**config.mk**
```make
export PLATFORM = sky130hd
export DESIGN_NAME = dm_csrs
export DESIGN_NICKNAME = d
export VERILOG_FILES = /design/src/hw/dm_pkg.sv /design/src/hw/dm_abstract_cmd.sv /design/src/hw/dm_csrs.sv /design/src/hw/dm_hart_ctrl.sv /design/src/hw/dm_resp_fifo.sv
export VERILOG_INCLUDE_DIRS = /design/src /design/src/hw
export SDC_FILE = /design/constraint.sdc
export NUM_CORES = 1
export LEC_CHECK = 0
export ABC_CLOCK_PERIOD_IN_PS = 7100
export BUFFER_PORTS_ARGS = -buffer_cell sky130_fd_sc_hd__buf_2
export CAP_MARGIN = 30
export CELL_PAD_IN_SITES_DETAIL_PLACEMENT = 1
export CELL_PAD_IN_SITES_GLOBAL_PLACEMENT = 1
export CORE_MARGIN = 5
export CORE_UTILIZATION = 42
export CTS_BUF_LIST = sky130_fd_sc_hd__clkbuf_4 sky130_fd_sc_hd__clkbuf_8 sky130_fd_sc_hd__clkbuf_16
export CTS_CLUSTER_SIZE = 10
export DETAILED_ROUTE_END_ITERATION = 16
export GPL_ROUTABILITY_DRIVEN = 0
export HOLD_SLACK_MARGIN = 0.15
export PLACE_DENSITY = 0.9
export REMOVE_ABC_BUFFERS = 1
export SYNTH_ARGS = -nofsm -noshare
export SYNTH_HDL_FRONTEND = slang
export SYNTH_SLANG_ARGS = --single-unit
```
**constraint.sdc**
```tcl
create_clock -name clk_i -period 7.1 [get_ports clk_i]
set_input_delay 0.71 -clock clk_i [delete_from_list [all_inputs] [get_ports clk_i]]
set_output_delay 0.71 -clock clk_i [all_outputs]
set_load 0.01 [all_outputs]
```
**src/hw/dm_defs.svh**
```systemverilog
// ----------------------------------------
// build-time sizes and register map of the debug module front end
// DM_HARTSEL_W must cover DM_NR_HARTS - 1
// DM_DATA_COUNT of at least 2 keeps the data index one bit or wider
// ----------------------------------------

`ifndef DM_DEFS_SVH
`define DM_DEFS_SVH

// hart and register counts
`define DM_NR_HARTS 4
`define DM_HARTSEL_W 2
`define DM_DATA_COUNT 2

// entries in the DMI response queue
`define DM_RESP_DEPTH 2

// dmstatus.version, 2 is spec 0.13
`define DM_VERSION 2

// ----------------------------------------
// DMI register addresses
// ----------------------------------------
`define DM_ADDR_DATA0 7'h04
`define DM_ADDR_DMCONTROL 7'h10
`define DM_ADDR_DMSTATUS 7'h11
`define DM_ADDR_ABSTRACTCS 7'h16
`define DM_ADDR_COMMAND 7'h17
`define DM_ADDR_HALTSUM0 7'h40

`endif

```
**src/hw/dm_pkg.sv**
```systemverilog
// ----------------------------------------
// types shared by the debug module RTL and its testbench
// hart_mask_t follows DM_NR_HARTS from dm_defs.svh
// ----------------------------------------

`include "dm_defs.svh"

package dm_pkg;

  // DMI request fields
  typedef logic [6:0] dmi_addr_t;
  typedef logic [31:0] dmi_data_t;

  // operation code of a DMI request
  typedef enum logic [1:0] {
    dtm_nop   = 2'h0,
    dtm_read  = 2'h1,
    dtm_write = 2'h2
  } dtm_op_e;

  // abstractcs.cmderr codes, value 6 is reserved
  typedef enum logic [2:0] {
    cmderr_none          = 3'h0,
    cmderr_busy          = 3'h1,
    cmderr_not_supported = 3'h2,
    cmderr_exception     = 3'h3,
    cmderr_halt_resume   = 3'h4,
    cmderr_bus           = 3'h5,
    cmderr_other         = 3'h7
  } cmderr_e;

  // hartsel as {hartselhi, hartsello}
  typedef logic [19:0] hartsel_t;

  // one bit per hart
  typedef logic [`DM_NR_HARTS-1:0] hart_mask_t;

endpackage

```
**src/hw/dm_abstract_cmd.sv**
```systemverilog
// ----------------------------------------
// command register, cmderr field and abstract data registers
// all state is held at zero while dmactive is low
// a command write is taken even with cmderr set
// ----------------------------------------

`timescale 1ns/100ps

`include "dm_defs.svh"

module dm_abstract_cmd import dm_pkg::*; (
  input  logic                                 clk_i,
  input  logic                                 rst_ni,
  input  logic                                 dmactive_i,
  input  logic                                 wr_command_i,
  input  logic                                 wr_abstractcs_i,
  input  logic                                 wr_data_i,
  input  logic                                 rd_data_i,
  input  logic [$clog2(`DM_DATA_COUNT)-1:0]    data_idx_i,
  input  dmi_data_t                            req_data_i,
  input  logic                                 cmdbusy_i,
  input  logic                                 cmderror_valid_i,
  input  cmderr_e                              cmderror_i,
  input  logic                                 data_valid_i,
  input  dmi_data_t [`DM_DATA_COUNT-1:0]       data_i,
  output dmi_data_t                            abstractcs_o,
  output dmi_data_t                            data_rd_o,
  output logic                                 cmd_valid_o,
  output dmi_data_t                            cmd_o,
  output dmi_data_t [`DM_DATA_COUNT-1:0]       data_o
);

  logic                            any_access;
  logic                            cmd_valid_q;
  cmderr_e                         cmderr_q;
  cmderr_e                         cmderr_d;
  dmi_data_t                       command_q;
  dmi_data_t [`DM_DATA_COUNT-1:0]  data_q;

  assign any_access = wr_command_i | wr_abstractcs_i | wr_data_i | rd_data_i;

  // ----------------------------------------
  // cmderr
  // ----------------------------------------
  always_comb begin
    cmderr_d = cmderr_q;
    if (cmdbusy_i) begin
      // only the first error is kept
      if (any_access && cmderr_q == cmderr_none) begin
        cmderr_d = cmderr_busy;
      end
    end else if (wr_abstractcs_i) begin
      // write 1 to clear
      cmderr_d = cmderr_e'(cmderr_q & ~req_data_i[10:8]);
    end
    // an error reported by the hart beats any DMI update
    if (cmderror_valid_i) begin
      cmderr_d = cmderror_i;
    end
  end

  always_ff @(posedge clk_i or negedge rst_ni) begin
    if (!rst_ni) begin
      cmderr_q    <= cmderr_none;
      cmd_valid_q <= 1'b0;
    end else if (!dmactive_i) begin
      cmderr_q    <= cmderr_none;
      cmd_valid_q <= 1'b0;
    end else begin
      cmderr_q    <= cmderr_d;
      cmd_valid_q <= wr_command_i & ~cmdbusy_i;
    end
  end

  // ----------------------------------------
  // command and data words
  // ----------------------------------------
  always_ff @(posedge clk_i) begin
    if (!dmactive_i) begin
      command_q <= '0;
      data_q    <= '0;
    end else begin
      if (wr_command_i && !cmdbusy_i) begin
        command_q <= req_data_i;
      end
      // results from the hart overwrite a DMI write in the same cycle
      if (data_valid_i) begin
        data_q <= data_i;
      end else if (wr_data_i && !cmdbusy_i) begin
        data_q[data_idx_i] <= req_data_i;
      end
    end
  end

  // progbufsize is zero
  assign abstractcs_o = {19'b0, cmdbusy_i, 1'b0, cmderr_q, 4'b0, 4'(`DM_DATA_COUNT)};

  assign data_rd_o   = data_q[data_idx_i];
  assign cmd_valid_o = cmd_valid_q;
  assign cmd_o       = command_q;
  assign data_o      = data_q;

endmodule

```
**src/hw/dm_csrs.sv**
```systemverilog
// ----------------------------------------
// DMI register front end of the debug module
// every accepted request returns one response word, in order
// writes and nops answer with zero, command reads as zero
// ----------------------------------------

`timescale 1ns/100ps

`include "dm_defs.svh"

module dm_csrs import dm_pkg::*; (
  input  logic                            clk_i,
  input  logic                            rst_ni,
  // DMI
  input  logic                            dmi_req_valid_i,
  output logic                            dmi_req_ready_o,
  input  dmi_addr_t                       dmi_req_addr_i,
  input  dtm_op_e                         dmi_req_op_i,
  input  dmi_data_t                       dmi_req_data_i,
  output logic                            dmi_resp_valid_o,
  input  logic                            dmi_resp_ready_i,
  output dmi_data_t                       dmi_resp_data_o,
  // hart side
  input  hart_mask_t                      halted_i,
  input  hart_mask_t                      unavailable_i,
  input  hart_mask_t                      resumeack_i,
  output hartsel_t                        hartsel_o,
  output hart_mask_t                      haltreq_o,
  output hart_mask_t                      resumereq_o,
  output logic                            clear_resumeack_o,
  output logic                            ndmreset_o,
  output logic                            dmactive_o,
  // command side
  output logic                            cmd_valid_o,
  output dmi_data_t                       cmd_o,
  input  logic                            cmderror_valid_i,
  input  cmderr_e                         cmderror_i,
  input  logic                            cmdbusy_i,
  output dmi_data_t [`DM_DATA_COUNT-1:0]  data_o,
  input  dmi_data_t [`DM_DATA_COUNT-1:0]  data_i,
  input  logic                            data_valid_i
);

  localparam int unsigned idx_w = $clog2(`DM_DATA_COUNT);

  logic             req_accept;
  logic             is_read;
  logic             is_write;
  logic             in_data;
  logic [idx_w-1:0] data_idx;
  logic             resp_full;
  logic             resp_empty;
  dmi_data_t        rd_word;
  dmi_data_t        dmcontrol;
  dmi_data_t        dmstatus;
  dmi_data_t        haltsum0;
  dmi_data_t        abstractcs;
  dmi_data_t        data_rd;

  // ----------------------------------------
  // request decode
  // ----------------------------------------
  assign dmi_req_ready_o  = ~resp_full;
  assign dmi_resp_valid_o = ~resp_empty;

  assign req_accept = dmi_req_valid_i & dmi_req_ready_o;
  assign is_read    = req_accept & (dmi_req_op_i == dtm_read);
  assign is_write   = req_accept & (dmi_req_op_i == dtm_write);

  assign in_data  = (dmi_req_addr_i >= `DM_ADDR_DATA0) &&
                    (dmi_req_addr_i < dmi_addr_t'(`DM_ADDR_DATA0 + `DM_DATA_COUNT));
  assign data_idx = idx_w'(dmi_req_addr_i - `DM_ADDR_DATA0);

  // read word comes from register state before this cycle's write
  always_comb begin
    rd_word = '0;
    if (in_data) begin
      rd_word = data_rd;
    end else begin
      case (dmi_req_addr_i)
        `DM_ADDR_DMCONTROL:  rd_word = dmcontrol;
        `DM_ADDR_DMSTATUS:   rd_word = dmstatus;
        `DM_ADDR_ABSTRACTCS: rd_word = abstractcs;
        `DM_ADDR_HALTSUM0:   rd_word = haltsum0;
        // command and unmapped addresses
        default:             rd_word = '0;
      endcase
    end
  end

  // ----------------------------------------
  // blocks
  // ----------------------------------------
  dm_resp_fifo u_resp_fifo (
    .clk_i       (clk_i),
    .rst_ni      (rst_ni),
    .push_i      (req_accept),
    .push_data_i (is_read ? rd_word : '0),
    .pop_i       (dmi_resp_ready_i & ~resp_empty),
    .full_o      (resp_full),
    .empty_o     (resp_empty),
    .head_data_o (dmi_resp_data_o)
  );

  dm_hart_ctrl u_hart_ctrl (
    .clk_i             (clk_i),
    .rst_ni            (rst_ni),
    .wr_dmcontrol_i    (is_write && dmi_req_addr_i == `DM_ADDR_DMCONTROL),
    .wr_data_i         (dmi_req_data_i),
    .halted_i          (halted_i),
    .unavailable_i     (unavailable_i),
    .resumeack_i       (resumeack_i),
    .dmcontrol_o       (dmcontrol),
    .dmstatus_o        (dmstatus),
    .haltsum0_o        (haltsum0),
    .hartsel_o         (hartsel_o),
    .haltreq_o         (haltreq_o),
    .resumereq_o       (resumereq_o),
    .clear_resumeack_o (clear_resumeack_o),
    .ndmreset_o        (ndmreset_o),
    .dmactive_o        (dmactive_o)
  );

  dm_abstract_cmd u_abstract_cmd (
    .clk_i            (clk_i),
    .rst_ni           (rst_ni),
    .dmactive_i       (dmactive_o),
    .wr_command_i     (is_write && dmi_req_addr_i == `DM_ADDR_COMMAND),
    .wr_abstractcs_i  (is_write && dmi_req_addr_i == `DM_ADDR_ABSTRACTCS),
    .wr_data_i        (is_write & in_data),
    .rd_data_i        (is_read & in_data),
    .data_idx_i       (data_idx),
    .req_data_i       (dmi_req_data_i),
    .cmdbusy_i        (cmdbusy_i),
    .cmderror_valid_i (cmderror_valid_i),
    .cmderror_i       (cmderror_i),
    .data_valid_i     (data_valid_i),
    .data_i           (data_i),
    .abstractcs_o     (abstractcs),
    .data_rd_o        (data_rd),
    .cmd_valid_o      (cmd_valid_o),
    .cmd_o            (cmd_o),
    .data_o           (data_o)
  );

endmodule

```
**src/hw/dm_hart_ctrl.sv**
```systemverilog
// ----------------------------------------
// dmcontrol, havereset tracking and hart status words
// hasel, hartreset and the resethaltreq bits are not implemented
// haltsum0 only covers the first 32 harts
// ----------------------------------------

`timescale 1ns/100ps

`include "dm_defs.svh"

module dm_hart_ctrl import dm_pkg::*; (
  input  logic       clk_i,
  input  logic       rst_ni,
  input  logic       wr_dmcontrol_i,
  input  dmi_data_t  wr_data_i,
  input  hart_mask_t halted_i,
  input  hart_mask_t unavailable_i,
  input  hart_mask_t resumeack_i,
  output dmi_data_t  dmcontrol_o,
  output dmi_data_t  dmstatus_o,
  output dmi_data_t  haltsum0_o,
  output hartsel_t   hartsel_o,
  output hart_mask_t haltreq_o,
  output hart_mask_t resumereq_o,
  output logic       clear_resumeack_o,
  output logic       ndmreset_o,
  output logic       dmactive_o
);

  localparam int unsigned nr_harts = `DM_NR_HARTS;

  logic                     haltreq_q;
  logic                     resumereq_q;
  logic                     ndmreset_q;
  logic                     dmactive_q;
  hartsel_t                 hartsel_q;
  hart_mask_t               havereset_q;
  hart_mask_t               havereset_d;
  logic [`DM_HARTSEL_W-1:0] sel_idx;
  logic                     sel_exists;
  logic                     sel_halted;
  logic                     sel_running;
  logic                     sel_unavail;
  logic                     sel_resumeack;
  logic                     sel_havereset;
  logic                     resume_done;
  logic                     dm_clear;

  // ----------------------------------------
  // selected hart status
  // ----------------------------------------
  assign sel_idx    = hartsel_q[`DM_HARTSEL_W-1:0];
  assign sel_exists = (hartsel_q < hartsel_t'(nr_harts));

  // unavailable wins over halted and running
  assign sel_unavail   = sel_exists & unavailable_i[sel_idx];
  assign sel_halted    = sel_exists & halted_i[sel_idx] & ~sel_unavail;
  assign sel_running   = sel_exists & ~halted_i[sel_idx] & ~sel_unavail;
  assign sel_resumeack = sel_exists & resumeack_i[sel_idx];
  assign sel_havereset = sel_exists & havereset_q[sel_idx];

  // ----------------------------------------
  // dmcontrol
  // ----------------------------------------
  // dmactive low, or a write that drops it, clears every other field
  assign dm_clear    = ~dmactive_q | (wr_dmcontrol_i & ~wr_data_i[0]);
  assign resume_done = resumereq_q & sel_resumeack;

  // the hart drops its old resumeack when a new resume starts
  assign clear_resumeack_o = wr_dmcontrol_i & ~dm_clear & wr_data_i[30] & ~resumereq_q;

  always_comb begin
    havereset_d = havereset_q;
    if (wr_dmcontrol_i && wr_data_i[28] && sel_exists) begin
      havereset_d[sel_idx] = 1'b0;
    end
    // a system reset counts as a reset of every hart
    if (ndmreset_q) begin
      havereset_d = '1;
    end
  end

  always_ff @(posedge clk_i or negedge rst_ni) begin
    if (!rst_ni) begin
      haltreq_q   <= 1'b0;
      resumereq_q <= 1'b0;
      ndmreset_q  <= 1'b0;
      dmactive_q  <= 1'b0;
      hartsel_q   <= '0;
      havereset_q <= '1;
    end else begin
      havereset_q <= havereset_d;
      if (wr_dmcontrol_i) begin
        dmactive_q <= wr_data_i[0];
      end
      if (dm_clear) begin
        haltreq_q   <= 1'b0;
        resumereq_q <= 1'b0;
        ndmreset_q  <= 1'b0;
        hartsel_q   <= '0;
      end else if (wr_dmcontrol_i) begin
        haltreq_q   <= wr_data_i[31];
        resumereq_q <= wr_data_i[30] & ~resume_done;
        ndmreset_q  <= wr_data_i[1];
        hartsel_q   <= {wr_data_i[15:6], wr_data_i[25:16]};
      end else if (resume_done) begin
        resumereq_q <= 1'b0;
      end
    end
  end

  // ----------------------------------------
  // hart requests and read words
  // ----------------------------------------
  always_comb begin
    haltreq_o   = '0;
    resumereq_o = '0;
    if (sel_exists) begin
      haltreq_o[sel_idx]   = haltreq_q;
      resumereq_o[sel_idx] = resumereq_q;
    end
  end

  // ackhavereset reads back as zero
  assign dmcontrol_o = {haltreq_q, resumereq_q, 4'b0, hartsel_q[9:0], hartsel_q[19:10],
                        4'b0, ndmreset_q, dmactive_q};

  assign dmstatus_o = {12'b0, {2{sel_havereset}}, {2{sel_resumeack}}, {2{~sel_exists}},
                       {2{sel_unavail}}, {2{sel_running}}, {2{sel_halted}},
                       1'b1, 3'b0, 4'(`DM_VERSION)};

  // hartsel[19:5] picks the window of 32 harts
  assign haltsum0_o = (hartsel_q[19:5] == '0) ? 32'(halted_i) : '0;

  assign hartsel_o  = hartsel_q;
  assign ndmreset_o = ndmreset_q;
  assign dmactive_o = dmactive_q;

endmodule

```
**src/hw/dm_resp_fifo.sv**
```systemverilog
// ----------------------------------------
// in-order queue of DMI response words
// caller must not push when full or pop when empty
// ----------------------------------------

`timescale 1ns/100ps

`include "dm_defs.svh"

module dm_resp_fifo import dm_pkg::*; (
  input  logic      clk_i,
  input  logic      rst_ni,
  input  logic      push_i,
  input  dmi_data_t push_data_i,
  input  logic      pop_i,
  output logic      full_o,
  output logic      empty_o,
  output dmi_data_t head_data_o
);

  localparam int unsigned depth = `DM_RESP_DEPTH;
  localparam int unsigned ptr_w = (depth > 1) ? $clog2(depth) : 1;
  localparam int unsigned cnt_w = $clog2(depth + 1);

  dmi_data_t        mem_q [depth];
  logic [ptr_w-1:0] wr_ptr_q;
  logic [ptr_w-1:0] rd_ptr_q;
  logic [cnt_w-1:0] count_q;

  // wrap explicitly so a depth that is not a power of two also works
  function automatic logic [ptr_w-1:0] ptr_inc(input logic [ptr_w-1:0] ptr);
    if (ptr == ptr_w'(depth - 1)) begin
      return '0;
    end
    return ptr + 1'b1;
  endfunction

  always_ff @(posedge clk_i or negedge rst_ni) begin
    if (!rst_ni) begin
      wr_ptr_q <= '0;
      rd_ptr_q <= '0;
      count_q  <= '0;
    end else begin
      if (push_i) begin
        wr_ptr_q <= ptr_inc(wr_ptr_q);
      end
      if (pop_i) begin
        rd_ptr_q <= ptr_inc(rd_ptr_q);
      end
      // simultaneous push and pop leave the count as is
      if (push_i && !pop_i) begin
        count_q <= count_q + 1'b1;
      end else if (!push_i && pop_i) begin
        count_q <= count_q - 1'b1;
      end
    end
  end

  always_ff @(posedge clk_i) begin
    if (push_i) begin
      mem_q[wr_ptr_q] <= push_data_i;
    end
  end

  assign full_o      = (count_q == cnt_w'(depth));
  assign empty_o     = (count_q == '0);
  assign head_data_o = mem_q[rd_ptr_q];

endmodule

```
Word-level counts from Yosys, hierarchy flattened
Memory sizes are Yosys's and may differ from the RTL's.
Index checks and enable logic that the tools add are counted.
{"block": "op_classes", "addsub": 5, "n_lt_le_gt_ge": 7, "n_eq_ne": 10, "muxes": 52, "n_bitwise": 41, "n_reduce_logical": 25}
{"op": "2-to-1 mux 32 bit", "n": 5}
{"op": "2-to-1 mux 64 bit", "n": 2}
{"op": "one-hot mux 32 bit (4 select lines)", "n": 1}
{"op": "bitwise mux 64 bit", "n": 1}
{"op": "2-to-1 mux 20 bit", "n": 2}
{"op": "demux 32 bit (select 1 bit)", "n": 1}
{"op": "equality test 7 x 5 -> 1 bit, second input constant", "n": 4}
{"op": "2-to-1 mux 1 bit", "n": 23}
{"op": "AND 1 bit", "n": 20}
{"op": "less-than comparator 20 x 3 -> 1 bit, second input constant", "n": 1}
{"op": "2-to-1 mux 4 bit", "n": 5}
{"op": "logical NOT 15 bit", "n": 1}
{"op": "2-to-1 mux 3 bit", "n": 5}
{"op": "logical AND 1 bit", "n": 13}
{"op": "AND 4 bit", "n": 3}
{"op": "NOT 1 bit", "n": 11}
{"op": "binary-select mux 1 bit (select 2 bit)", "n": 4}
{"op": "!= test 4 x 3 -> 1 bit, second input constant", "n": 2}
{"op": "nonzero test 2 bit", "n": 4}
{"op": "equality test 7 bit, second input constant", "n": 1}
{"op": "greater-or-equal comparator 7 x 3 -> 1 bit, second input constant", "n": 1}
{"op": "less-than comparator 7 x 3 -> 1 bit, second input constant", "n": 1}
{"op": "equality test 2 bit, second input constant", "n": 2}
{"op": "2-to-1 mux 2 bit", "n": 2}
{"op": "19 further kinds", "n": 25}
{"block": "totals", "ff_bits": 132, "ram_bits": 64, "in_bits": 127, "out_inout_bits": 162, "word_cells": 155, "n_memories": 1}
{"name": "u_resp_fifo.mem_q", "words": 2, "width": 32, "rd": 1, "rd_clocked_by_memory_dff": 0, "write_ports": 1, "line": "dm_resp_fifo.sv:25", "rtl": "dmi_data_t mem_q [depth];"}

Longest topological paths before layout
{"block": "depth", "word_depth": 13, "mapped_depth": 7, "mapped_depth_nobuf": 7}

Modules after synthesis
A second synthesis with hierarchy kept.
{"block": "hier_totals", "hier_cells": 1245, "hier_area_um2": 11965.2}
{"mod": "dm_abstract_cmd", "instances": 1, "cells_each": 628, "area_each_um2": 5387.7, "seq_area_each_um2": 2021.9}
{"mod": "dm_resp_fifo", "instances": 1, "cells_each": 116, "area_each_um2": 2648.8, "seq_area_each_um2": 2021.9}
{"mod": "dm_hart_ctrl", "instances": 1, "cells_each": 209, "area_each_um2": 2105.8, "seq_area_each_um2": 705.7}
{"mod": "dm_csrs", "instances": 1, "cells_each": 292, "area_each_um2": 1823.0, "seq_area_each_um2": 0.0}

Worst setup path before layout
No wires, ideal clock.
{"block": "synth_path", "path_type": "in2out", "from": "input dmi_req_addr_i[1]", "to": "output clear_resumeack_o", "arrival_time_ns": 1.983, "required_ns": 6.390, "slack_ns": 4.407, "path_stages": 7, "path_buffers": 2, "path_cell_list": "nor4_2 nand2_2 nor2_1 and3_1 buf_2 buf_4 and3b_1"}
{"block": "synth_between", "elab_chain_cells": 8}
{"item": "start, declared", "line": "dm_csrs.sv:17", "rtl": "input dmi_addr_t dmi_req_addr_i,"}
{"item": "equality test 7 x 5 -> 1 bit (*)"}
{"item": "logical AND 1 bit (no source line) (*)"}
{"item": "AND 1 bit", "line": "dm_hart_ctrl.sv:66", "rtl": "assign dm_clear = ~dmactive_q | (wr_dmcontrol_i & ~wr_data_i[0]);"}
{"item": "bitwise OR 1 bit", "line": "dm_hart_ctrl.sv:66"}
{"item": "NOT 1 bit", "line": "dm_hart_ctrl.sv:70", "rtl": "assign clear_resumeack_o = wr_dmcontrol_i & ~dm_clear & wr_data_i[30] & ~resumereq_q;"}
{"item": "AND 1 bit (*) (3 in a row)", "line": "dm_hart_ctrl.sv:70"}
{"item": "end, declared", "line": "dm_csrs.sv:30", "rtl": "output logic clear_resumeack_o,"}
Every way passes the cells marked *; elsewhere a longest branch is shown, timed or not.

Worst setup path in the final report
{"block": "layout_path", "from": "register u_hart_ctrl.hartsel_q[8], in the netlist u_hart_ctrl.hartsel_o[8]", "to": "output haltreq_o[0]"}
{"block": "layout_between", "elab_chain_cells": 2}
{"item": "start, declared", "line": "dm_hart_ctrl.sv:36", "rtl": "hartsel_t hartsel_q;"}
{"item": "start signal, assigned", "line": "dm_hart_ctrl.sv:105", "rtl": "hartsel_q <= {wr_data_i[15:6], wr_data_i[25:16]};"}
{"item": "less-than comparator 20 x 3 -> 1 bit", "line": "dm_hart_ctrl.sv:53", "rtl": "assign sel_exists = (hartsel_q < hartsel_t'(nr_harts));"}
{"item": "2-to-1 mux 4 bit", "line": "dm_hart_ctrl.sv:118", "rtl": "if (sel_exists) begin"}
{"item": "end, declared", "line": "dm_csrs.sv:28", "rtl": "output hart_mask_t haltreq_o,"}
Every way passes these cells.

==> impl_metrics.toml <==
[sta]
finClkSkew_ns = 0.0145
finalSetupViolCount = 0
period_minus_slack_ns = 3.59
slew_headroom_pct = 25.4
hold_violations = 0
fin_tns_setup_ns = 0
finalCritPeriodShare_pct = 50.6
final_max_slew_viol_count = 0
rsz0062_at_grt = "false"
worstMarginPinSlew_ns = 1.11
clock.fmax_ghz = 0.278

[worst_setup_path]
critPathRequiredTime_ns = 6.39
cp-end-kind = "output port"
crit_path_max_incr_delay_ns = 0.56
crit_fanout = 7
crit_path_start_kind = "flip-flop"
cp_cell_sequence = "nor4_1, nand4_1, nor4_4, nand2_1, nor3_1, buf_2"
crit_slowest_cell = "nor4_1"
timing.rr.end = "u_resp_fifo.mem_q[0][14]"
worstRegToRegCells = 5
r2r_slack_ns = 3.98
reg2reg_from = "u_resp_fifo.count_q[0]"
critPathArrivalTime_ns = 2.88
path_class = "flip-flop to output port"

[floorplan]
start_util_pct = 42.6
die_w_um = 159
die_h_um = 159
ioPinCount = 289
dieArea_um2 = 25200
num_rows = 54
coreArea_um2 = 21800

[min_path]
min_path_cells = 2
hold_end = "u_abstract_cmd.cmd_o[8]"
hp-class = "flip-flop to flip-flop"
min-delay-start = "u_abstract_cmd.cmd_o[8]"

[clock_network]
clkLatencyLatePin_ns = 0.44
cts_inserted_buffers = 17
cts_resized = 0
cts_setup_buffers = 0
hold_buffers = 0
root_buffer = "clkbuf_16"
clk_pin_slew_worst_paths_ns = 0.08
cts_tree = "yes"
cts_max_level = 4
cts.path.max_buffers = 2
cts_sinks = 196

[global_route]
use_met1_pct = 32.4
grt.busiest_layer = "met2"
met2_usage_pct = 44.7
antenna_found_initial = 0
grt.overflow.total = 0
grtUsageTotal_pct = 26.5
grt_max_degree = 78
met3_usage_pct = 6.30
grt_pass1_wl_mm = 53.2
grt_pass1_vias = 9188

[run_status]
status = "completed"

[finish]
syn_to_final_growth_pct = 24.0
final_util_pct = 52.8
antennaDiodeCount = 0
finalNetCount = 1268
final_layout_size_suffix_gt1_share_pct = 34.0

[detailed_routing]
drtAntennaViolNets = 0
wl_per_cell_um = 24.2
routed_via_density = 5.95
routed_wl_mm = 34.7
dr.pass1.iters = 7
drcViolationCount = 0
vias = 8522
drt_iter0_drc = 718

[yosys]
synth_ff_type = "dfxtp_1"
async_flop_share_pct = 18.4
synth_area_per_cell_um2 = 10.4
syn_inst = 894
synth-edff-count = 64
yosys_warnings = 0
syn_area_um2 = 9290
synth_seq_area_share_pct = 51.1
netlist-cell-type-count = 63
ys_ff_latch = 196

[power]
vdd_drop_max_uv = 143
p_per_area_nw_per_um2 = 255
p_leak_nw = 5.76

[place]
dpl.hpwl_mm = 23.9
port_buffers = 288

[run]
max-cap-violations = 0
-- critical path: cells and delay by family, from the launching register on --
family,cells,cell delay [ns]
buffers and inverters,1,0.17
DFF,1,0.44
and+or+nand+nor,5,1.84
-- stage by stage --
stage	power, mW	worst slack, ns	cells	area, um^2	hold slack (ns)
4_1_cts	2.96	3.33	1430	11500	0.435
2_1_floorplan	1.66	3.69	818	8940	0.414
3_3_place_gp	1.93	3.48	1395	10800	0.439
6_report	2.94	3.51	1433	11500	0.455
5_1_grt	3.05	3.47	1433	11500	0.475
3_5_place_dp	1.97	3.41	1398	10900	0.445
-- how the worst max path moves through the flow --
stage,slack [ns],cells past startpoint,end,start
detailed placement,3.41,7,clear_resumeack_o,dmi_req_addr_i[1]
floorplan,3.69,2,clear_resumeack_o,u_hart_ctrl.dmactive_o
CTS,3.33,7,clear_resumeack_o,dmi_req_addr_i[1]
finish,3.51,6,haltreq_o[0],u_hart_ctrl.hartsel_o[8]
global placement,3.48,7,clear_resumeack_o,dmi_req_addr_i[1]
global route,3.47,6,haltreq_o[0],u_hart_ctrl.hartsel_o[8]
-- power breakdown --
group	internal, mW	switching [mW]	total [mW]
logic	0.250	0.342	0.592
clock network	0.502	0.481	0.983
registers	1.28	0.0857	1.36
total	2.03	0.909	2.94
-- cell type report --
class / instances / area (um^2)
clock buffer: 17 / 425
inverter: 8 / 30.0
fill: 2495 / 10300
sequential: 196 / 4750
tap: 280 / 350
multi-input combinational: 614 / 4180
clock inverter: 15 / 163
timing repair buffer: 303 / 1620
-- cells in the mapped netlist (8+ instances only) --
cell	number	area (um^2)
nand2_1	174	653
dfxtp_1	96	1920
edfxtp_1	64	1920
o211a_1	63	631
clkbuf_1	49	184
a21oi_1	39	195
and3_1	35	219
nor2_1	34	128
dfrtp_1	32	801
mux2_2	32	360
o211ai_1	32	240
a22o_1	31	272
mux2i_1	25	250
a21boi_1	20	150
buf_2	19	95.1
a22oi_1	16	120
o22ai_1	14	87.6
a21boi_0	12	90.1
inv_1	8	30.0
-- metal layers --
| metal | vias up | share of wire (%) |
|---|---|---|
| met5 | - | 0 |
| met4 | 0 | 4.2 |
| met3 | 94 | 6.4 |
| met2 | 394 | 49 |
| met1 | 4239 | 40 |
| li1 | 3795 | - |
-- cell families after synthesis --
logic type / share of synthesized area (%)
muxes: 7.66
adders and majority gates: 0.135
and+or+nand+nor: 14.8
buffers and inverters: 4.05
xor gates and xnor gates: 0.566
DFF: 51.1
AOI/OAI and AO/OA: 21.7
-- registers in the layout, summed over array words and instances (netlist names) --
name	cells
u_abstract_cmd.cmderr_q	3
u_hart_ctrl.resumereq_q	1
u_hart_ctrl.haltreq_q	1
u_resp_fifo.mem_q	64
u_resp_fifo.rd_ptr_q	1
u_resp_fifo.count_q	2
u_hart_ctrl.ndmreset_o	1
u_hart_ctrl.hartsel_o	20
u_hart_ctrl.havereset_q	4
u_resp_fifo.wr_ptr_q	1
u_abstract_cmd.data_o	64
u_abstract_cmd.cmd_o	32
u_hart_ctrl.dmactive_o	1
u_abstract_cmd.cmd_valid_o	1
-- placed cells by master (no fill, tap or decap), types with 5 or more instances in the layout --
| cell type | Yosys | routed |
|---|---|---|
| clkbuf_16 | 0 | 17 |
| a21boi_0 | 12 | 12 |
| buf_2 | 19 | 286 |
| edfxtp_1 | 64 | 64 |
| nor2b_1 | 6 | 5 |
| inv_1 | 8 | 7 |
| buf_4 | 4 | 11 |
| a22oi_1 | 16 | 16 |
| o211a_1 | 63 | 63 |
| mux2i_1 | 25 | 25 |
| nor2_1 | 34 | 33 |
| a21oi_1 | 39 | 39 |
| mux2_2 | 32 | 32 |
| nor3_1 | 6 | 6 |
| a21o_1 | 5 | 5 |
| and3_1 | 35 | 34 |
| a22o_1 | 31 | 31 |
| inv_6 | 0 | 5 |
| o211ai_1 | 32 | 32 |
| dfrtp_1 | 32 | 30 |
| nand2_1 | 174 | 174 |
| dfxtp_1 | 96 | 96 |
| a21boi_1 | 20 | 20 |
| nand4_1 | 6 | 6 |
| o22ai_1 | 14 | 14 |
(Power assumes the default switching activity.)
